$ cat src/verilog/addr_counter.sv
// Current byte address of the flash core
// Loaded by each command, stepped by reads with wrap at the top,
// and masked down to the page and sector base

`timescale 1ns/1ps

module addr_counter
#(
   parameter int mem_depth  = 1024,
   parameter int page_len   = 16,
   parameter int sector_len = 256,
   localparam int addr_w    = $clog2(mem_depth)
)
(
   input  logic              data_request,
   input  logic              read_enable,
   input  logic              addr_load,
   input  logic              addr_inc,
   input  logic [addr_w-1:0] cmd_addr,
   output logic [addr_w-1:0] cur_addr,
   output logic [addr_w-1:0] page_base,
   output logic [addr_w-1:0] sector_base
);

   // Top address of the array
   localparam logic [addr_w-1:0] top_addr    = addr_w'(mem_depth - 1);

   // Masks clear the in-page and in-sector bits
   localparam logic [addr_w-1:0] page_mask   = ~addr_w'(page_len - 1);
   localparam logic [addr_w-1:0] sector_mask = ~addr_w'(sector_len - 1);

   // ------------------------------
   // Address register
   // ------------------------------

   always_ff @(posedge data_request or posedge read_enable)
   begin
      if (read_enable)
      begin
         // Initial walk runs from base zero
         cur_addr <= '0;
      end
      else if (addr_load)
      begin
         cur_addr <= cmd_addr;
      end
      else if (addr_inc)
      begin
         // Roll over at the end of the array
         if (cur_addr == top_addr)
         begin
            cur_addr <= '0;
         end
         else
         begin
            cur_addr <= cur_addr + 1'b1;
         end
      end
   end

   // Aligned bases for the write walks
   assign page_base   = cur_addr & page_mask;
   assign sector_base = cur_addr & sector_mask;

endmodule

$ cat config.mk
export PLATFORM = sky130hd
export DESIGN_NAME = addr_counter
export DESIGN_NICKNAME = d
export VERILOG_FILES = /design/src/verilog/addr_counter.sv
export SDC_FILE = /design/constraint.sdc
export NUM_CORES = 1
export LEC_CHECK = 0
export BUFFER_PORTS_ARGS = -buffer_cell sky130_fd_sc_hd__clkbuf_2
export CAP_MARGIN = 5
export CORE_ASPECT_RATIO = 0.9
export CORE_MARGIN = 2
export CORE_UTILIZATION = 30
export DETAILED_ROUTE_END_ITERATION = 10
export SYNTH_ARGS = -nofsm -noshare
export SYNTH_HDL_FRONTEND = slang
export SYNTH_SLANG_ARGS = --single-unit
export TNS_END_PERCENT = 30
$ cat constraint.sdc
create_clock -name data_request -period 4.11 [get_ports data_request]
set_input_delay 0.6165 -clock data_request [delete_from_list [all_inputs] [get_ports data_request]]
set_output_delay 0.6165 -clock data_request [all_outputs]
set_load 0.01 [all_outputs]
==> impl_metrics.csv <==
group,metric,value,unit
floorplan,dieArea,2978,µm²
timing,min_period_over_period,0.3824,
place,io_buffer_count,31,
layout,register_area,250.2,µm²
timing,grt_setup_unrepaired,"false",
timing,hold_viol_final,0,
floorplan,core_area,2446,µm²
floorplan,ios,44,
clock_network,post_cts.repair.setup_buffers,0,
global_route,grt_pass1_vias,585,
routing,route.met2.wl,753,µm
logic_synthesis,synthMuxAreaShare,0.01468,
layout,fin_nets,129,
logic_synthesis,syn_area,767.0,µm²
setup_path,criticalPathCategory,"reg -> reg",
logic_synthesis,synth_cells,90,
pwr,ir_worst_vdd,0.1362,mV
routing,via_count,668,
layout,top_register,"cur_addr",
layout,post-route-util,0.3514,
logic_synthesis,ys_warn_count,0,
pwr,leakagePower,0.4264,nW
layout,fillerInstances,258,
logic_synthesis,synth_area_leader_cell,"dfrtp_1",
timing,period_needed,1.572,ns
floorplan,initial_core_util,0.3136,
floorplan,die_w,57.30,µm
routing,drt_wl_total,1.641,mm
layout,reg_top3,"cur_addr: 10 flops",
layout,areaGrowthSynthToFinish,12.07,%
global_route,grt_use_total,0.1220,
floorplan,dieHeight,51.97,µm
clock_network,post_cts_resize_count,0,
place,gp_congestion,0.7634,
global_route,overflow,0,
global_route,grt_max_degree,18,
clock_network,hold_buffers,0,
logic_synthesis,synth_adder_area_share,0.01631,
setup_path,end_kind,"flip-flop",
logic_synthesis,ys_ff_latch,10,
floorplan,rows,17,
clock_network,cts_inserted_buffers,3,
hold_path,hold_path_class,"in -> async",
routing,ant_nets,0,
setup_path,required,4.26,ns
routing,drt_iter0_markers,17,
setup_path,crit_arrival,1.72,ns
routing,dr.pass1.iters,4,
clock_network,clkTransAtPathRegs,0.07,ns
layout,multiInputGateArea,385.4,µm²
routing,wl_per_cell,11.72,µm
setup_path,cp-start-kind,"flip-flop",
logic_synthesis,synth-simple-area-share,0.2626,
logic_synthesis,synth_compound_area_frac,0.1044,
global_route,grt_pass1_wl,2.718,mm
logic_synthesis,netlist.area_leader.share,0.3263,
logic_synthesis,synth_top_family_by_area,"simple AND/OR/NAND/NOR gates",
logic_synthesis,synth.area.top_cells,"dfrtp_1 33%, buf_4 20%, nand2_1 4.4%",
logic_synthesis,synth_xor_area_frac,0.04568,
setup_path,critPathMaxFanout,8,
clock_network,htree_num_levels,1,
timing,finalSetupViolCount,0,
timing,clock.fmax,636.2,MHz
clock_network,cts_tree,"yes",
clock_network,cts.sinks,10,
logic_synthesis,synth-async-reset-ratio,1.000,
clock_network,cts.path.max_buffers,2,
timing,drv_slew,0,
layout,drive_gt1_frac,0.3304,
logic_synthesis,avgSynthCellArea,8.522,µm²
layout,largest_reg_flops,10,
routing,drc,0,
routing,viasPerCell,4.771,
clock_network,clk-insertion-delay-late,0.26,ns
routing,met1Wirelength,762,µm
clock_network,clockRootBuffer,"clkbuf_4",
logic_synthesis,synth_edf_count,0,
routing,top_layer,"met4",
global_route,antenna_found_initial,0,
pwr,power_density,310.8,nW/µm²
logic_synthesis,synth_top_flop_cell,"dfrtp_1",
routing,dr_wl_met3,120,µm
timing,fin_skew,0.002974,ns
logic_synthesis,netlist-cell-type-count,29,
layout,insertedDiodeCount,0,
timing,finalSetupTns,0,ns
run_status,status,"completed",
run,cap_violations,0,
place,dp_hpwl,1.259,mm
logic_synthesis,yosysSeqAreaShare,0.3263,
[power breakdown]
group	leakage (nW)	internal, W	switching, W
registers	0.118	0.000109	0.0000166
clock network	0.0138	0.0000338	0.0000345
logic	0.295	0.0000311	0.0000424
total	0.426	0.000174	0.0000935
[worst paths after layout]
kind / slack, ns / depth (start not counted) / end / start
max: 2.54 / 4 / cur_addr[7] / cur_addr[3]
min: 0.31 / 2 / cur_addr[1] / read_enable
max reg2reg: 2.54 / 4 / cur_addr[7] / cur_addr[3]
min reg2reg: 0.63 / 2 / cur_addr[0] / cur_addr[0]
max in group asynchronous: 3.52 / 2 / cur_addr[3] / read_enable
min in group data_request: 0.56 / 3 / cur_addr[4] / cmd_addr[4]
[placed cells by master (no fill, tap or decap), drive strengths merged]
cell / n
mux2: 1
nor3: 4
a21oi: 3
nor3b: 1
nor2: 2
inv: 3
o211ai: 1
clkbuf: 34
and4: 1
xor2: 3
a2bb2oi: 1
and2: 1
nand3b: 1
nor2b: 1
conb: 12
dfrtp: 10
nand2: 9
a31oi: 1
o21ai: 5
ha: 1
xnor2: 1
o32a: 1
nand4: 6
nand3: 3
and3: 3
or4: 2
a21o: 1
[area by class of cell]
| class | count | share of cell area |
|---|---|---|
| multi-input cells | 65 | 0.4483 |
| well taps | 28 | 0.04076 |
| repair buffers | 31 | 0.1805 |
| flip-flops and latches | 10 | 0.2911 |
| clock buffers | 3 | 0.02620 |
| inverters | 3 | 0.01310 |
[cells by family (layout without fill, tap and decap cells)]
kind of cell | count (synthesis) | in the layout
compound gates | 13 | 13
xor+xnor | 4 | 4
fa+ha+maj | 1 | 1
buf+inv | 26 | 37
flops | 10 | 10
mux | 1 | 1
other cells | 1 | 12
simple gates | 34 | 34
[stage by stage]
stage                power, W  hold slack, ns  instance area, µm²  cells  worst slack, ns
detailed placement  0.0002016          0.6111               837.1    137            2.485
CTS                 0.0002712          0.3241               859.6    140            2.544
floorplan           0.0001880          0.4567               808.3    101            2.518
finish              0.0002672          0.3093               859.6    140            2.538
global placement    0.0002002          0.6016               837.1    137            2.512
global route        0.0002851          0.3575               859.6    140            2.456
[worst max-delay path: stages, from the launching register on]
cell	delay (ns)
dfrtp_1	0.47
and4_4	0.30
nand4_4	0.14
and3_1	0.20
o32a_1	0.34
[cells in the mapped netlist, types with 3 or more instances]
cell,count
a21oi_1,3
and3_1,3
buf_4,20
clkbuf_1,3
dfrtp_1,10
inv_1,3
nand2_1,9
nand3_1,3
nand4_1,5
nor3_1,4
o21ai_0,5
xor2_1,3
[routing by layer]
metal | up-vias | global-route usage
met5 | - | 0
met4 | 0 | 0.05814
met3 | 2 | 0.02239
met2 | 31 | 0.1897
met1 | 308 | 0.1629
li1 | 327 | -
Power figures use the tool's default switching activity.
