**config.mk**
```make
export PLATFORM = sky130hd
export DESIGN_NAME = page_buffer
export DESIGN_NICKNAME = d
export VERILOG_FILES = /design/src/verilog/flash_pkg.sv /design/src/verilog/page_buffer.sv
export SDC_FILE = /design/constraint.sdc
export NUM_CORES = 1
export LEC_CHECK = 0
export ABC_AREA = 1
export BUFFER_PORTS_ARGS = -buffer_cell sky130_fd_sc_hd__buf_2
export CAP_MARGIN = 20
export CELL_PAD_IN_SITES_DETAIL_PLACEMENT = 1
export CELL_PAD_IN_SITES_GLOBAL_PLACEMENT = 1
export CORE_MARGIN = 1.5
export CORE_UTILIZATION = 50
export CTS_BUF_LIST = sky130_fd_sc_hd__clkbuf_16
export CTS_CLUSTER_DIAMETER = 60
export DETAILED_ROUTE_END_ITERATION = 10
export PLACE_DENSITY_LB_ADDON = 0.05
export SYNTH_ARGS = -nofsm -noshare
export SYNTH_HDL_FRONTEND = slang
export SYNTH_SLANG_ARGS = --single-unit
export TNS_END_PERCENT = 30
```
**constraint.sdc**
```tcl
create_clock -name data_request -period 5.65 [get_ports data_request]
set_clock_uncertainty 0.1 [all_clocks]
set_input_delay 1.695 -clock data_request [delete_from_list [all_inputs] [get_ports data_request]]
set_output_delay 1.695 -clock data_request [all_outputs]
set_load 0.03 [all_outputs]
```
**src/verilog/flash_pkg.sv**
```systemverilog
// Flash storage core shared definitions
// Byte width, command opcodes and controller states

package flash_pkg;

   // ------------------------------
   // Data path
   // ------------------------------

   // Every block stores and moves whole bytes
   localparam int data_w = 8;

   // ------------------------------
   // Command opcodes
   // ------------------------------

   // Decoded from the serial instruction byte upstream
   typedef enum logic [1:0] {
      // Stream bytes from consecutive addresses
      op_read         = 2'd0,
      // Load page buffer, then AND into one page
      op_program      = 2'd1,
      // One aligned sector to all ones
      op_sector_erase = 2'd2,
      // Whole array to all ones
      op_bulk_erase   = 2'd3
   } flash_op_t;

   // ------------------------------
   // Controller states
   // ------------------------------

   typedef enum logic [2:0] {
      st_init         = 3'd0,   // bulk erase walk after reset
      st_idle         = 3'd1,
      st_read         = 3'd2,   // streaming on rd_strobe
      st_load         = 3'd3,   // filling page buffer
      st_program      = 3'd4,   // page walk, AND into array
      st_sector_erase = 3'd5,
      st_bulk_erase   = 3'd6
   } ctrl_state_t;

endpackage

```
**src/verilog/page_buffer.sv**
```systemverilog
// Page program buffer
// Holds one page of bytes, set to ones at command start,
// filled at a running index that wraps inside the page

`timescale 1ns/1ps

module page_buffer
   import flash_pkg::*;
#(
   parameter int page_len = 16,
   localparam int pg_w    = $clog2(page_len)
)
(
   input  logic              data_request,
   input  logic              read_enable,
   input  logic              buf_clear,
   input  logic              buf_load,
   input  logic [pg_w-1:0]   start_idx,
   input  logic [data_w-1:0] wr_data,
   input  logic [pg_w-1:0]   walk_idx,
   output logic [data_w-1:0] buf_byte
);

   logic [data_w-1:0] buf_mem [page_len];
   logic [pg_w-1:0]   wr_idx;

   // ------------------------------
   // Running load index
   // ------------------------------

   // Start from the low address bits, wrap at page end
   always_ff @(posedge data_request or posedge read_enable)
   begin
      if (read_enable)
      begin
         wr_idx <= '0;
      end
      else if (buf_clear)
      begin
         wr_idx <= start_idx;
      end
      else if (buf_load)
      begin
         wr_idx <= wr_idx + 1'b1;
      end
   end

   // ------------------------------
   // Byte storage
   // ------------------------------

   always_ff @(posedge data_request)
   begin
      if (buf_clear)
      begin
         // Unwritten bytes leave the array untouched under AND
         for (int i = 0; i < page_len; i++)
         begin
            buf_mem[i] <= '1;
         end
      end
      else if (buf_load)
      begin
         buf_mem[wr_idx] <= wr_data;
      end
   end

   // Walk reads one byte per cycle
   assign buf_byte = buf_mem[walk_idx];

endmodule
```
==> metrics.csv, run 1 <==
stage,metric,value,unit
clock_network,CTS tree,done,
yosys,Synth top area share,58.18,%
clock_network,Post-CTS Setup Bufs,0,
yosys,Synth Area in XOR/XNOR,0.2652,%
yosys,Syn Std Cell Area,6606,sq um
yosys,Synth Flop Type,edfxtp_1,
yosys,post-synthesis simple-gate area fraction,27.95,%
yosys,most frequent cell after synthesis,nand2_1,
clock_network,Clock Path Buffers,2,
sta,final setup TNS,0,ns
final_layout,multi-input logic area,2019,sq um
sta,Worst Max-Slew Pin Slew,1.077,ns
grt,initial antenna violation count,0,
final_layout,Register Area,3944,sq um
grt,largest net degree at the start of global routing,65,
floorplanning,die width,117.9,microns
yosys,"top cells by area, synth","edfxtp_1, nand2_1, nand3_1",
sta,relative slew slack,27.43,%
clock_network,clock insertion delay at the later pin of the skew report,0.42,ns
worst_setup_path,CP Data Required Time,3.86,ns
sta,RSZ-0062 raised after global routing,false,
worst_setup_path,RR Startpoint,wr_idx[1],
drt,Antenna Nets Post-Route,0,
floorplanning,Initial Util,51.72,%
yosys,Syn Nets,767,
worst_setup_path,reg2reg end,buf_mem[5][5],
place,Post-DP HPWL,12.66,mm
grt,first-pass GRT wire length,30.46,mm
hold_path,Hold Crit Class,reg2reg,
yosys,largest area contributor in the netlist,edfxtp_1,
yosys,#FFs+latches synth,132,
sta,endpoints failing setup,0,
drt,drt pass-1 iters,5,
run,max-cap viol count,0,
clock_network,# resized after CTS,0,
floorplanning,Core Region,12770,sq um
grt,GRT Util Overall,29.77,%
drt,Avg WL per Cell,20.51,microns
yosys,Cells after Synth,743,
sta,fmax,198.9,MHz
yosys,synth unique cells,18,
clock_network,hold_buf cts,0,
yosys,mux share of post-synthesis cell area,0,%
floorplanning,die area,13910,sq um
final_layout,antenna cells,0,
floorplanning,DIE HEIGHT,117.9,microns
place,Area after DPL,6879,sq um
floorplanning,row cnt,41,
yosys,fraction of the mapped netlist area in adder cells,0.7576,%
yosys,Post-synth top cells,"nand2_1, edfxtp_1, inv_1, nand3_1, o21ai_0",
worst_setup_path,Startpoint Class,input port,
final_layout,fraction of layout cells with a size suffix above 1,11.32,%
place,PortBufs,27,
worst_setup_path,critical path type,in2out,
place,final RePlAce weighted congestion,0.8240,
yosys,YS warnings,0,
yosys,sequential share of the synthesized area,59.70,%
sta,final count of hold timing violations,0,
yosys,async set-or-reset flop fraction in the synthesized netlist,3.030,%
clock_network,Worst-path clk slew,0.05,ns
worst_setup_path,CP endpoint,buf_byte[5],
grt,vias in the first global route,5431,
sta,period utilisation layout,88.99,%
status,status,completed,
worst_setup_path,FF-to-FF setup slack,3.29,ns
power,Pleak,3.161,nW
worst_setup_path,R2R cell count,6,
final_layout,Area Growth Syn to Fin,12.50,%
sta,Hold Worst Slack,0.4856,ns
clock_network,clk sinks,132,
power,VDD IR-drop max,0.2465,mV
worst_setup_path,CP Max Fanout,64,
final_layout,number of fillers in the final layout,1524,
grt,grt ovf,0,
final_layout,final instance area,7432,sq um
worst_setup_path,CP startpoint,walk_idx[0],
worst_setup_path,crit end category,primary output,
drt,DRT iter0 DRCs,560,
yosys,compound-gate portion of the synthesized area,1.591,%
power,Pwr Density,309.0,nW/um^2
clock_network,htree depth,4,
yosys,syn_area_per_cell,8.891,sq um
floorplanning,I/O pins,28,
final_layout,fin nets,798,
worst_setup_path,WP data arrival,3.23,ns
drt,DRC Markers,0,
final_layout,final core occ,58.18,%
drt,Routed WL,19.64,mm
sta,Final min period,5.028,ns
sta,count of pins over their slew limit,0,
yosys,Post-synth EDFFs,128,
drt,vias per inst,5.424,
clock_network,total CTS buffers,17,
yosys,largest family of logic cells by synthesized area,simple AND/OR/NAND/NOR gates,
clock_network,Root Buffer,clkbuf_16,
drt,Vias,5196,
[area by class of cell]
class | count | area share, %
clock inverter | 14 | 1.111
tap | 172 | 2.896
sequential | 132 | 53.06
multi-input combinational | 453 | 27.17
inverter | 124 | 6.263
clock buffer | 17 | 5.724
timing repair buffer | 46 | 3.771
[cell usage in the layout (no fill, tap or decap)]
cell type | Yosys | layout
a21oi_1 | 1 | 1
a22oi_1 | 1 | 1
buf_12 | 0 | 2
buf_2 | 13 | 32
buf_4 | 9 | 8
bufinv_16 | 0 | 1
clkbuf_16 | 0 | 17
clkbuf_2 | 0 | 4
clkinv_1 | 0 | 5
clkinv_2 | 0 | 3
dfrtp_1 | 4 | 4
edfxtp_1 | 128 | 128
ha_1 | 4 | 4
inv_1 | 118 | 123
inv_2 | 6 | 6
nand2_1 | 303 | 303
nand3_1 | 99 | 99
nor2_1 | 9 | 9
nor2_4 | 16 | 16
o211ai_1 | 1 | 1
o21ai_0 | 17 | 17
xor2_1 | 2 | 2
[kinds of logic (layout without fill, tap and decap cells)]
family | Yosys count | count (layout)
buf+inv | 158 | 201
flops | 132 | 132
simple gates | 427 | 427
fa+ha+maj | 4 | 4
compound gates | 20 | 20
xor+xnor | 2 | 2
[how the worst min path moves through the flow]
stage | end | startpoint | slack, ns | cells past startpoint
2_1_floorplan | wr_idx[1] | wr_idx[1] | 0.44 | 2
6_report | wr_idx[1] | wr_idx[1] | 0.49 | 2
3_5_place_dp | wr_idx[1] | wr_idx[1] | 0.48 | 2
5_1_grt | wr_idx[1] | wr_idx[1] | 0.53 | 2
3_3_place_gp | wr_idx[1] | wr_idx[1] | 0.48 | 2
4_1_cts | wr_idx[1] | wr_idx[1] | 0.49 | 2
[power breakdown]
group / switching, mW / total, mW / internal, mW
Clock: 0.395 / 0.977 / 0.582
Combinational: 0.172 / 0.224 / 0.0514
Sequential: 0.00848 / 1.10 / 1.09
Total: 0.576 / 2.30 / 1.72
[state kept, by name, indices dropped and copies added, names as in the netlist]
signal,flops
buf_mem,128
wr_idx,4
[layer usage]
metal | share of wire [%] | GRT usage (%) | up-vias | routed length, microns
met4 | 3.0 | 11.97 | 0 | 580
met1 | 42 | 40.50 | 2542 | 8335
met3 | 7.3 | 5.717 | 40 | 1434
li1 | - | - | 2405 | -
met5 | 0 | 0 | - | 0
met2 | 47 | 47.26 | 209 | 9294
[per-stage QoR]
stage | setup slack [ns] | power (mW) | instances
after CTS | 0.6659 | 2.294 | 949
final | 0.6220 | 2.297 | 958
after global routing | 0.5241 | 2.359 | 958
after detailed placement | 0.6685 | 1.333 | 918
after floorplan | 1.300 | 1.256 | 743
after global placement | 0.7005 | 1.325 | 918
[critical path, cell delays in order]
cell	delay, ns
buf_2	0.10
buf_4	0.55
nand2_1	0.14
nand2_1	0.12
nand2_1	0.05
nand3_1	0.11
nand3_1	0.11
nand2_1	0.11
buf_2	0.20
No activity file was read; power rests on OpenSTA's default activity.
==> run 2, diff against run 1 <==
CORE_UTILIZATION = 48   (was 50)
clock period = 5.72 ns   (was 5.65 ns; I/O delays follow)
==> run 2 against run 1 <==
Compared with the run above:
- non-clock buffer count is 2 higher
- hold slack better by 0.0065 ns
- final area is 0.25% lower
- total power is 3.8% lower
- routed wire length is 4.5% lower
- clock power is 6.7% lower
- global-route usage is 1.8 points lower
==> metrics.csv, run 2 (synthesis gave the netlist of run 1 again) <==
stage,metric,value,unit
status,status,completed,
sta,Worst Max-Slew Pin Slew,0.8337,ns
floorplanning,DIE HEIGHT,120.3,microns
drt,met2 WL,9.159,mm
worst_setup_path,CP Max Fanout,64,
final_layout,Regs by FF count,"buf_mem (128), wr_idx (4)",
sta,Hold Worst Slack,0.4921,ns
worst_setup_path,CP Data Required Time,3.90,ns
power,Pleak,3.144,nW
sta,count of pins over their slew limit,0,
drt,DRC Markers,0,
sta,Final min period,5.087,ns
sta,final setup TNS,0,ns
drt,vias per inst,5.351,
floorplanning,die area,14480,sq um
floorplanning,die width,120.3,microns
clock_network,Worst-path clk slew,0.06,ns
final_layout,Area Growth Syn to Fin,12.22,%
drt,Antenna Nets Post-Route,0,
clock_network,CTS tree,done,
final_layout,antenna cells,0,
drt,met3 wire len,1.073,mm
grt,first-pass GRT wire length,29.39,mm
final_layout,Largest Register,buf_mem,
final_layout,"commonest non-fill, non-tap cell in the layout",nand2_1,
place,final RePlAce weighted congestion,0.8119,
final_layout,number of fillers in the final layout,1577,
grt,grt ovf,0,
sta,RSZ-0062 raised after global routing,false,
floorplanning,Initial Util,49.49,%
run,max-cap viol count,0,
drt,drt pass-1 iters,5,
final_layout,most frequent cells in the layout,"nand2_1, edfxtp_1, inv_1",
worst_setup_path,RR Startpoint,wr_idx[0],
clock_network,total CTS buffers,17,
worst_setup_path,critical path type,in2out,
clock_network,Root Buffer,clkbuf_16,
floorplanning,I/O pins,28,
worst_setup_path,Startpoint Class,input port,
clock_network,Post-CTS Setup Bufs,0,
worst_setup_path,FF-to-FF setup slack,3.44,ns
final_layout,fin nets,800,
clock_network,Clock Path Buffers,2,
drt,Vias,5153,
floorplanning,Core Region,13350,sq um
drt,uppermost layer routed,met4,
drt,Routed WL,18.77,mm
hold_path,Hold Crit Class,reg2reg,
grt,vias in the first global route,5199,
clock_network,htree depth,4,
final_layout,fraction of layout cells with a size suffix above 1,11.56,%
drt,Avg WL per Cell,19.49,microns
final_layout,multi-input logic area,2019,sq um
place,Post-DP HPWL,12.28,mm
clock_network,# resized after CTS,0,
place,PortBufs,27,
drt,wire length on met1,8.162,mm
floorplanning,row cnt,42,
sta,relative slew slack,44.36,%
hold_path,hold_sp,wr_idx[1],
final_layout,Largest register FFs,128,
grt,GRT Util Overall,27.96,%
worst_setup_path,CP startpoint,walk_idx[0],
clock_network,hold_buf cts,0,
sta,fmax,196.6,MHz
clock_network,clock insertion delay at the later pin of the skew report,0.42,ns
worst_setup_path,crit end category,primary output,
power,VDD IR-drop max,0.2266,mV
sta,final count of hold timing violations,0,
sta,period utilisation layout,88.93,%
sta,endpoints failing setup,0,
clock_network,clk sinks,132,
final_layout,Register Area,3944,sq um
drt,DRT iter0 DRCs,470,
power,Pwr Density,298.2,nW/um^2
grt,initial antenna violation count,0,
worst_setup_path,WP data arrival,3.27,ns
grt,largest net degree at the start of global routing,65,
[run 2: changes by cell type in the layout (fill, tap and decap cells not counted)]
| cell | before | now |
|---|---|---|
| buf_12 | 2 | 1 |
| buf_4 | 8 | 11 |
| bufinv_16 | 1 | 0 |
| clkbuf_2 | 4 | 3 |
| clkbuf_4 | 0 | 1 |
| clkinv_1 | 5 | 7 |
| clkinv_2 | 3 | 4 |
| inv_1 | 123 | 120 |
[run 2: layout make-up]
class	count	share of cell area [%]
Clock inverter	13	0.7257
Multi-Input combinational cell	453	27.24
Timing Repair Buffer	48	3.848
Sequential cell	132	53.20
Tap cell	176	2.970
Inverter	124	6.278
Clock buffer	17	5.738
[run 2: power breakdown]
part / internal [mW] / leakage, nW / total, mW / switching (mW)
clock: 0.528 / 0.247 / 0.912 / 0.384
combinational: 0.0511 / 1.95 / 0.216 / 0.165
sequential: 1.07 / 0.951 / 1.08 / 0.00845
[run 2: path summary, 6_finish.rpt]
| path | to | cells past startpoint |
|---|---|---|
| min in group asynchronous | wr_idx[3] | 2 |
| worst min register to register | wr_idx[1] | 2 |
| worst min-delay path | wr_idx[1] | 2 |
| worst max register to register | buf_mem[10][0] | 7 |
| worst max-delay path | buf_byte[2] | 8 |
| max in group asynchronous | wr_idx[1] | 2 |
[run 2: routing by layer]
layer	vias to the layer above	track usage (%)
met5	-	0
met4	0	10.37
met3	31	4.528
met2	156	45.57
met1	2554	38.00
li1	2412	-
[run 2: critical path, cell delays in order]
cell	delay, ns
buf_2	0.10
buf_4	0.57
nand2_1	0.17
nand3_1	0.13
nand3_1	0.14
nand3_1	0.16
nand2_1	0.08
buf_2	0.18
[run 2: stage by stage]
stage | utilization, % | power (mW) | cells | setup slack [ns] | instance area [sq um]
3_5_place_dp | 51.63 | 1.315 | 925 | 0.6418 | 6892
4_1_cts | 55.22 | 2.215 | 955 | 0.6376 | 7371
2_1_floorplan | - | 1.240 | 743 | 1.328 | 6606
3_3_place_gp | 51.54 | 1.308 | 923 | 0.7287 | 6879
6_report | 55.54 | 2.211 | 963 | 0.6332 | 7413
5_1_grt | 55.54 | 2.270 | 963 | 0.5052 | 7413
