<file path="src/verilog/flash_pkg.sv">
// Flash storage core shared definitions
// Byte width, command opcodes and controller states

package flash_pkg;

   // ------------------------------
   // Data path
   // ------------------------------

   // Every block stores and moves whole bytes
   localparam int data_w = 8;

   // ------------------------------
   // Command opcodes
   // ------------------------------

   // Decoded from the serial instruction byte upstream
   typedef enum logic [1:0] {
      // Stream bytes from consecutive addresses
      op_read         = 2'd0,
      // Load page buffer, then AND into one page
      op_program      = 2'd1,
      // One aligned sector to all ones
      op_sector_erase = 2'd2,
      // Whole array to all ones
      op_bulk_erase   = 2'd3
   } flash_op_t;

   // ------------------------------
   // Controller states
   // ------------------------------

   typedef enum logic [2:0] {
      st_init         = 3'd0,   // bulk erase walk after reset
      st_idle         = 3'd1,
      st_read         = 3'd2,   // streaming on rd_strobe
      st_load         = 3'd3,   // filling page buffer
      st_program      = 3'd4,   // page walk, AND into array
      st_sector_erase = 3'd5,
      st_bulk_erase   = 3'd6
   } ctrl_state_t;

endpackage

</file>
<file path="src/verilog/flash_ctrl.sv">
// Flash command controller
// Decodes commands, streams reads, collects page data and
// runs the program and erase walks that hold busy high

`timescale 1ns/1ps

module flash_ctrl
   import flash_pkg::*;
#(
   parameter int mem_depth  = 1024,
   parameter int page_len   = 16,
   parameter int sector_len = 256,
   localparam int addr_w    = $clog2(mem_depth)
)
(
   input  logic              data_request,
   input  logic              read_enable,
   input  logic              cmd_start,
   input  flash_op_t         cmd_op,
   input  logic              cmd_end,
   input  logic              wr_strobe,
   input  logic              rd_strobe,
   output logic              addr_load,
   output logic              addr_inc,
   output logic              buf_clear,
   output logic              buf_load,
   output logic [addr_w-1:0] walk_idx,
   output logic              mem_rd,
   output logic              mem_wr,
   output logic              mem_wr_sel,
   output logic              mem_wr_base_sel,
   output logic              rd_valid,
   output logic              rd_clear,
   output logic              busy
);

   // Last walk index for each walk type
   localparam logic [addr_w-1:0] page_last   = addr_w'(page_len - 1);
   localparam logic [addr_w-1:0] sector_last = addr_w'(sector_len - 1);
   localparam logic [addr_w-1:0] mem_last    = addr_w'(mem_depth - 1);

   ctrl_state_t       state_q;
   ctrl_state_t       state_d;
   logic [addr_w-1:0] walk_cnt;
   logic [addr_w-1:0] walk_last;
   logic              walk_done;
   logic              start_ok;
   logic              rd_acc;

   // ------------------------------
   // Command acceptance
   // ------------------------------

   // New commands only from idle
   assign start_ok  = cmd_start && (state_q == st_idle);

   // A read strobe together with cmd_end is dropped, the end wins
   assign rd_acc    = (state_q == st_read) && rd_strobe && !cmd_end;

   assign addr_load = start_ok;
   assign buf_clear = start_ok && (cmd_op == op_program);
   assign buf_load  = (state_q == st_load) && wr_strobe;
   assign mem_rd    = rd_acc;
   assign addr_inc  = rd_acc;
   assign rd_clear  = (state_q == st_read) && cmd_end;

   // ------------------------------
   // Walk control
   // ------------------------------

   // All four walk states hold busy
   assign busy = (state_q == st_init) || (state_q == st_program) ||
                 (state_q == st_sector_erase) || (state_q == st_bulk_erase);

   always_comb
   begin
      case (state_q)
         st_program:      walk_last = page_last;
         st_sector_erase: walk_last = sector_last;
         default:         walk_last = mem_last;
      endcase
   end

   assign walk_done = busy && (walk_cnt == walk_last);

   // Array written once per walk cycle
   assign mem_wr          = busy;
   // Program ANDs buffer data, everything else writes ones
   assign mem_wr_sel      = (state_q != st_program);
   // Page base for program, sector base otherwise
   // (bulk walk over mem_depth wraps through every address)
   assign mem_wr_base_sel = (state_q != st_program);
   assign walk_idx        = walk_cnt;

   // Back to zero at walk end, so each walk starts at index 0
   always_ff @(posedge data_request or posedge read_enable)
   begin
      if (read_enable)
      begin
         walk_cnt <= '0;
      end
      else if (busy)
      begin
         walk_cnt <= walk_done ? '0 : walk_cnt + 1'b1;
      end
   end

   // ------------------------------
   // State machine
   // ------------------------------

   always_comb
   begin
      state_d = state_q;
      case (state_q)
         st_idle:
         begin
            if (start_ok)
            begin
               case (cmd_op)
                  op_read:         state_d = st_read;
                  op_program:      state_d = st_load;
                  op_sector_erase: state_d = st_sector_erase;
                  default:         state_d = st_bulk_erase;
               endcase
            end
         end
         st_read:
         begin
            if (cmd_end)
            begin
               state_d = st_idle;
            end
         end
         st_load:
         begin
            // Program walk begins on the next edge
            if (cmd_end)
            begin
               state_d = st_program;
            end
         end
         default:
         begin
            if (walk_done)
            begin
               state_d = st_idle;
            end
         end
      endcase
   end

   // Reset lands in the initial bulk erase walk
   always_ff @(posedge data_request or posedge read_enable)
   begin
      if (read_enable)
      begin
         state_q  <= st_init;
         rd_valid <= 1'b0;
      end
      else
      begin
         state_q  <= state_d;
         // Data registers in the array on this same edge
         rd_valid <= rd_acc;
      end
   end

endmodule

</file>
<file path="config.mk">
export PLATFORM = sky130hd
export DESIGN_NAME = flash_ctrl
export DESIGN_NICKNAME = d
export VERILOG_FILES = /design/src/verilog/flash_pkg.sv /design/src/verilog/flash_ctrl.sv
export SDC_FILE = /design/constraint.sdc
export NUM_CORES = 1
export LEC_CHECK = 0
export ABC_AREA = 1
export BUFFER_PORTS_ARGS = -buffer_cell sky130_fd_sc_hd__buf_2
export CORE_MARGIN = 2
export CORE_UTILIZATION = 45
export CTS_BUF_LIST = sky130_fd_sc_hd__clkbuf_8
export DETAILED_ROUTE_END_ITERATION = 7
export GPL_ROUTABILITY_DRIVEN = 0
export PLACE_DENSITY = 0.83
export SLEW_MARGIN = 20
export SYNTH_ARGS = -nofsm -noshare
export SYNTH_HDL_FRONTEND = slang
export SYNTH_SLANG_ARGS = --single-unit
</file>
<file path="constraint.sdc">
create_clock -name data_request -period 1.3 [get_ports data_request]
set_input_delay 0.39 -clock data_request [delete_from_list [all_inputs] [get_ports data_request]]
set_output_delay 0.39 -clock data_request [all_outputs]
set_load 0.01 [all_outputs]
</file>
==> flow_summary.yaml, run 1 <==
status:
  status: "finished, violations left"
  violations: "negative setup slack"
worst_setup_path:
  r2r_end: "walk_idx[7]"
  critPathLaunchType: "flip-flop"
  worst_setup_path_end_kind: "output port"
  cp.arrival_ns: 1.25
  critical_path_class: "flip-flop to output port"
  r2r_cells: 10
  reg2reg_slack_ns: -0.28
  required_ns: 0.91
  crit_fanout: 3
  r2r-start: "state_q[0]"
grt:
  grtUsageTotal: 0.263
  first_global_vias: 1239
  grt_pass1_wl_um: 5200
  overflow: 0
  antenna_found_initial: 0
  grt_max_degree: 15
finish:
  drive_gt1_frac: 0.531
  nets: 222
  area_growth_pct: 66.7
  num_antenna_cells: 0
detailed_routing:
  ant_nets: 0
  via_count: 1219
  wl_um: 3320
  wl_per_cell_um: 14.0
  drtPass1Iterations: 4
  drt_iter0_markers: 31
  vias_per_cell: 5.14
  drc: 0
die:
  io_pins: 29
  core_area_um2: 2170
  start_util: 0.469
  rows: 17
  die_w_um: 51.6
  die_area_um2: 2660
  fp.dieH_um: 51.6
synthesis:
  syn_inst: 142
  postSynthAreaPerCell_um2: 7.17
  ys_ff_latch: 14
  seq_area_frac_synth: 0.344
  ys_warn_count: 0
  syn_nets: 154
  syn_area_um2: 1020
  synth_cell_types: 26
  synth.area.top_cells: "dfrtp_1 (34%), nand2_1 (12%), nand3_1 (6.9%), inv_1 (6.6%), nor2_1 (6.3%)"
  synth_top_area_frac: 0.344
  yosys.area.top_type: "dfrtp_1"
timing:
  final.setup.worst_slack_ns: -0.339
  hold_viol: 0
  fin_crit_sh: 1.26
  grt_setup_unrepaired: "yes"
  worstMarginPinSlew_ns: 0.275
  min_period_ns: 1.64
  slew-limit-headroom: 0.815
  setup_tns_ns: -4.83
  drv_slew: 0
  fmax_ghz: 0.610
  final.setup_skew_ns: 0.00359
  setup_viol: 28
clock_tree:
  path_clk_slew_ns: 0.07
  cts_root_buffer: "clkbuf_8"
  holdBufCountCts: 0
  cts.sinks: 14
  cts_made_buffers: 3
  htreeDepth: 1
  clock_latency_ns: 0.25
  cts_tree: "yes"
  cts_buffer_depth: 2
power_and_ir_drop:
  internal_power_mw: 0.724
  seqPwrFrac: 0.471
  net-switching-power_mw: 0.201
  vdd_ir_drop_max_v: 0.000423
  power_density_nw_per_um2: 545
  p_leak_nw: 0.854
  clockPowerShare: 0.483
  swShare: 0.217
  p_comb_frac: 0.046
hold_path:
  worstHoldPathType: "input pin to asynchronous set/reset pin"
placement:
  place_ws_ns: -0.133
  io_buffers: 28
  dp_hpwl_um: 2080
flow_run:
  max_cap_viol_count: 0
[logic make-up (layout without fill, tap and decap cells)]
| group | Yosys count | after routing | share of synthesized area |
|---|---|---|---|
| buffers and inverters | 27 | 94 | 0.125 |
| AOI/OAI and AO/OA | 12 | 12 | 0.0688 |
| DFF | 14 | 14 | 0.344 |
| adders and majority gates | 4 | 4 | 0.0491 |
| xor gates and xnor gates | 2 | 2 | 0.0172 |
| and+or+nand+nor | 83 | 83 | 0.396 |
[timing repair]
action,4_1_cts,5_1_grt
endpoints found under the setup margin,29,29
resized for setup,23,11
hold endpoints to repair,0,0
pin swaps,6,5
setup buffers,8,4
[cells in the final DEF, fill, tap and decap left out, drive strengths merged]
cell    synthesis  routed
a21o            1       1
a21oi           4       4
buf             5      68
clkbuf          0       4
clkinv          1       1
dfrtp          14      14
ha              4       4
inv            21      21
nand2          41      41
nand3          16      16
nand4           1       1
nor2           20      20
nor3            4       4
nor3b           1       1
o21ai           7       7
xnor2           2       2
[cells in the mapped netlist]
cell	number
xnor2_1	2
o21ai_1	2
nand3_1	14
a21oi_2	1
buf_4	4
o21ai_0	4
ha_1	4
clkinv_1	1
buf_8	1
nor2_2	1
nand2_1	33
nand2_4	1
nor3_1	4
nand2_2	7
inv_2	3
nand4_1	1
a21oi_1	3
nand3_4	1
dfrtp_1	14
a21o_1	1
nor3b_1	1
inv_1	18
nand3_2	1
nor2_1	17
o21ai_2	1
nor2_4	2
[worst max-delay path: stages (launching register included)]
cell,delay (ns)
dfrtp_1,0.40
inv_2,0.08
nor2_4,0.13
nand2_2,0.09
nor3b_2,0.15
buf_2,0.15
[per-stage QoR]
step                      hold WS [ns]  cell area [um2]  std cells  power (mW)   util
after global routing             0.160             1700        237       0.949  0.783
after CTS                        0.132             1620        233       0.919  0.749
final                            0.116             1700        237       0.925  0.783
after global placement           0.391             1400        221       0.485  0.646
after floorplan                  0.279             1070        142       0.460      -
after detailed placement         0.398             1400        221       0.487  0.646
[power groups by stage]
| stage | logic [mW] | registers [mW] | clock network, mW |
|---|---|---|---|
| after detailed placement | 0.0430 | 0.444 | 0 |
| after global placement | 0.0411 | 0.444 | 0 |
| after global routing | 0.0486 | 0.435 | 0.465 |
| after CTS | 0.0431 | 0.436 | 0.441 |
| after floorplan | 0.0165 | 0.444 | 0 |
| final | 0.0424 | 0.436 | 0.447 |
[area by class of cell]
class	instances	area [um2]
Sequential cell	14	354
Multi-Input combinational cell	101	626
Timing Repair Buffer	68	539
Fill cell	154	472
Clock buffer	4	55.1
Tap cell	28	35.0
Inverter	22	88.8
[state kept, by name, indices dropped and copies added (netlist names)]
name	cells
rd_valid	1
walk_idx	10
state_q	3
[how the worst max path moves through the flow]
stage                           start  slack (ns)           to
after global routing       state_q[2]       -0.37       mem_rd
final                      state_q[0]       -0.34    buf_clear
after floorplan           walk_idx[0]       -0.14   state_q[1]
after CTS                  state_q[2]       -0.32     addr_inc
after detailed placement   state_q[2]       -0.13  walk_idx[7]
after global placement     state_q[2]       -0.07       mem_rd
[layer usage]
layer  routed length (um)  global-route usage  vias up  part of all wire
met3                  194              0.0402       11             0.058
met1                 1260               0.295      579              0.38
met4                  115               0.149        0             0.035
met5                    0                   0        -                 0
li1                     -                   -      575                 -
met2                 1760               0.472       54              0.53
Power figures use the tool's default switching activity.
==> run 2, diff against run 1 <==
==> constraint.sdc (replaced) <==
create_clock -name data_request -period 1.3 [get_ports data_request]
set_input_delay 0.065 -clock data_request [delete_from_list [all_inputs] [get_ports data_request]]
set_output_delay 0.065 -clock data_request [all_outputs]
set_load 0.01 [all_outputs]
==> run 2 against run 1 <==
The run still ends with negative setup slack left. Count of clock-buffer cells in the layout did not move. Die area did not move. Sequential share of layout area rose by 1.6 points. Clock power fell by 4.9%. Sequential power barely moved. Sequential cell count did not move. Hold slack got worse by 0.042 ns. Critical path depth rose by 4. Design area fell by 7.4%.
==> flow_summary.yaml, run 2 (synthesized netlist as in run 1, its figures left out) <==
status:
  status: "finished, violations left"
  violations: "negative setup slack"
worst_setup_path:
  critPathBufInv: 3
  critical_path_class: "flip-flop to flip-flop"
  worst_setup_path_end_kind: "flip-flop"
  r2r_cells: 9
  r2r_end: "walk_idx[8]"
  cp.arrival_ns: 1.63
  crit_fanout: 3
  path_common_cell: "buf_4"
  cp_slowest_cell: "dfrtp_1"
  reg2reg_slack_ns: -0.22
  crit_family: "flip-flops"
  cp_cell_sequence: "ha_2 -> nand3_2 -> clkinv_2 -> buf_4 -> buf_4 -> nand3_4 -> nor2_4 -> o21ai_2 -> a21oi_1"
  slowest_delay_ns: 0.41
  required_ns: 1.42
  critical_path_cell_count: 9
  r2r-start: "walk_idx[1]"
  critPathLaunchType: "flip-flop"
clock_tree:
  cts_made_buffers: 3
  htreeDepth: 1
  clock_latency_ns: 0.24
  cts_buffer_depth: 2
  cts.sinks: 14
  cts_tree: "yes"
  path_clk_slew_ns: 0.06
  cts_root_buffer: "clkbuf_8"
timing:
  hold_viol: 0
  final.setup_skew_ns: 0.00169
  slew-limit-headroom: 0.621
  fin_crit_sh: 1.17
  setup_viol: 23
  min_period_ns: 1.52
  fmax_ghz: 0.660
  grt_setup_unrepaired: "yes"
  final.setup.worst_slack_ns: -0.216
  worstMarginPinSlew_ns: 0.567
  drv_slew: 0
power_and_ir_drop:
  power_density_nw_per_um2: 569
  vdd_ir_drop_max_v: 0.000864
  p_leak_nw: 0.801
detailed_routing:
  ant_nets: 0
  drtPass1Iterations: 4
  vias_per_cell: 5.59
  drt_iter0_markers: 74
  via_count: 1268
  wl_um: 3530
  wl_per_cell_um: 15.5
  drc: 0
die:
  die_w_um: 51.6
  rows: 17
  io_pins: 29
  start_util: 0.469
  core_area_um2: 2170
  die_area_um2: 2660
  fp.dieH_um: 51.6
grt:
  first_global_vias: 1123
  antenna_found_initial: 0
  grt_max_degree: 15
  met1_usage: 0.293
  met3_usage: 0.0316
  grtUsageTotal: 0.244
  grt_pass1_wl_um: 4910
  overflow: 0
  globalRouteMet2Util: 0.438
  busiest_layer: "met2"
placement:
  dpl.cell_count: 212
  dp_hpwl_um: 2050
  io_buffers: 28
finish:
  final_util: 0.725
  fillers: 146
  num_antenna_cells: 0
  largest_reg_flops: 10
  fin_cells: 227
  nets: 212
  drive_gt1_frac: 0.513
  final_cell_mix: "nand2_1 (26), buf_2 (26), buf_4 (26)"
  area_growth_pct: 54.4
hold_path:
  worstHoldPathType: "input pin to flip-flop"
  min_to: "rd_valid"
  holdCritStartpoint: "rd_strobe"
  holdPathStages: 3
flow_run:
  max_cap_viol_count: 0
run 2: layer usage:
layer | up-vias | routed length (um)
li1 | 556 | -
met1 | 604 | 1350
met2 | 83 | 1770
met3 | 25 | 223
met4 | 0 | 189
met5 | - | 0
run 2: stage by stage:
| step | cell area (um2) | total power [mW] | setup TNS, ns | worst slack, ns | hold WS (ns) |
|---|---|---|---|---|---|
| 2_1_floorplan | 1030 | 0.458 | -0.467 | -0.145 | -0.0458 |
| 3_3_place_gp | 1300 | 0.473 | -0.271 | -0.0469 | 0.132 |
| 3_5_place_dp | 1300 | 0.475 | -0.593 | -0.103 | 0.138 |
| 4_1_cts | 1470 | 0.896 | -1.10 | -0.104 | 0.0673 |
| 5_1_grt | 1570 | 0.928 | -4.29 | -0.245 | 0.0708 |
| 6_report | 1570 | 0.895 | -3.01 | -0.216 | 0.0749 |
run 2: cell type report:
| cell class | instances | area (um2) | share of cell area |
|---|---|---|---|
| flip-flops and latches | 14 | 353 | 0.224 |
| clock buffers | 4 | 55.1 | 0.0350 |
| repair buffers | 58 | 392 | 0.249 |
| well taps | 28 | 35.0 | 0.0223 |
| inverters | 22 | 88.8 | 0.0565 |
| multi-input cells | 101 | 649 | 0.413 |
run 2: power by group:
| group | total (mW) | switching, mW | internal, mW | leakage (nW) |
|---|---|---|---|---|
| clock | 0.425 | 0.157 | 0.268 | 0.0288 |
| combinational | 0.0337 | 0.0202 | 0.0135 | 0.595 |
| sequential | 0.436 | 0 | 0.436 | 0.178 |
run 2: how the worst max path moves through the flow:
stage                       end         from  slack, ns
finish              walk_idx[8]  walk_idx[1]      -0.22
global route          buf_clear   state_q[0]      -0.25
CTS                      mem_wr   state_q[2]      -0.10
detailed placement  walk_idx[8]   state_q[1]      -0.10
global placement     state_q[2]  walk_idx[0]      -0.05
floorplan            state_q[1]  walk_idx[0]      -0.14
run 2: worst register-to-register path, delay by kind of cell, from the launching register on:
kind / cells / cell delay [ns]
DFF: 1 / 0.41
buffers and inverters: 3 / 0.38
adders and majority gates: 1 / 0.22
and+or+nand+nor: 3 / 0.21
AOI/OAI and AO/OA: 2 / 0.17
run 2: what timing repair did:
action / in CTS / in global routing
endpoints found under the hold margin: 14 / 0
pin swaps: 6 / 8
buffers inserted: 5 / 5
gates resized for setup: 16 / 19
setup endpoints to repair: 18 / 22
hold buffers: 1 / 0
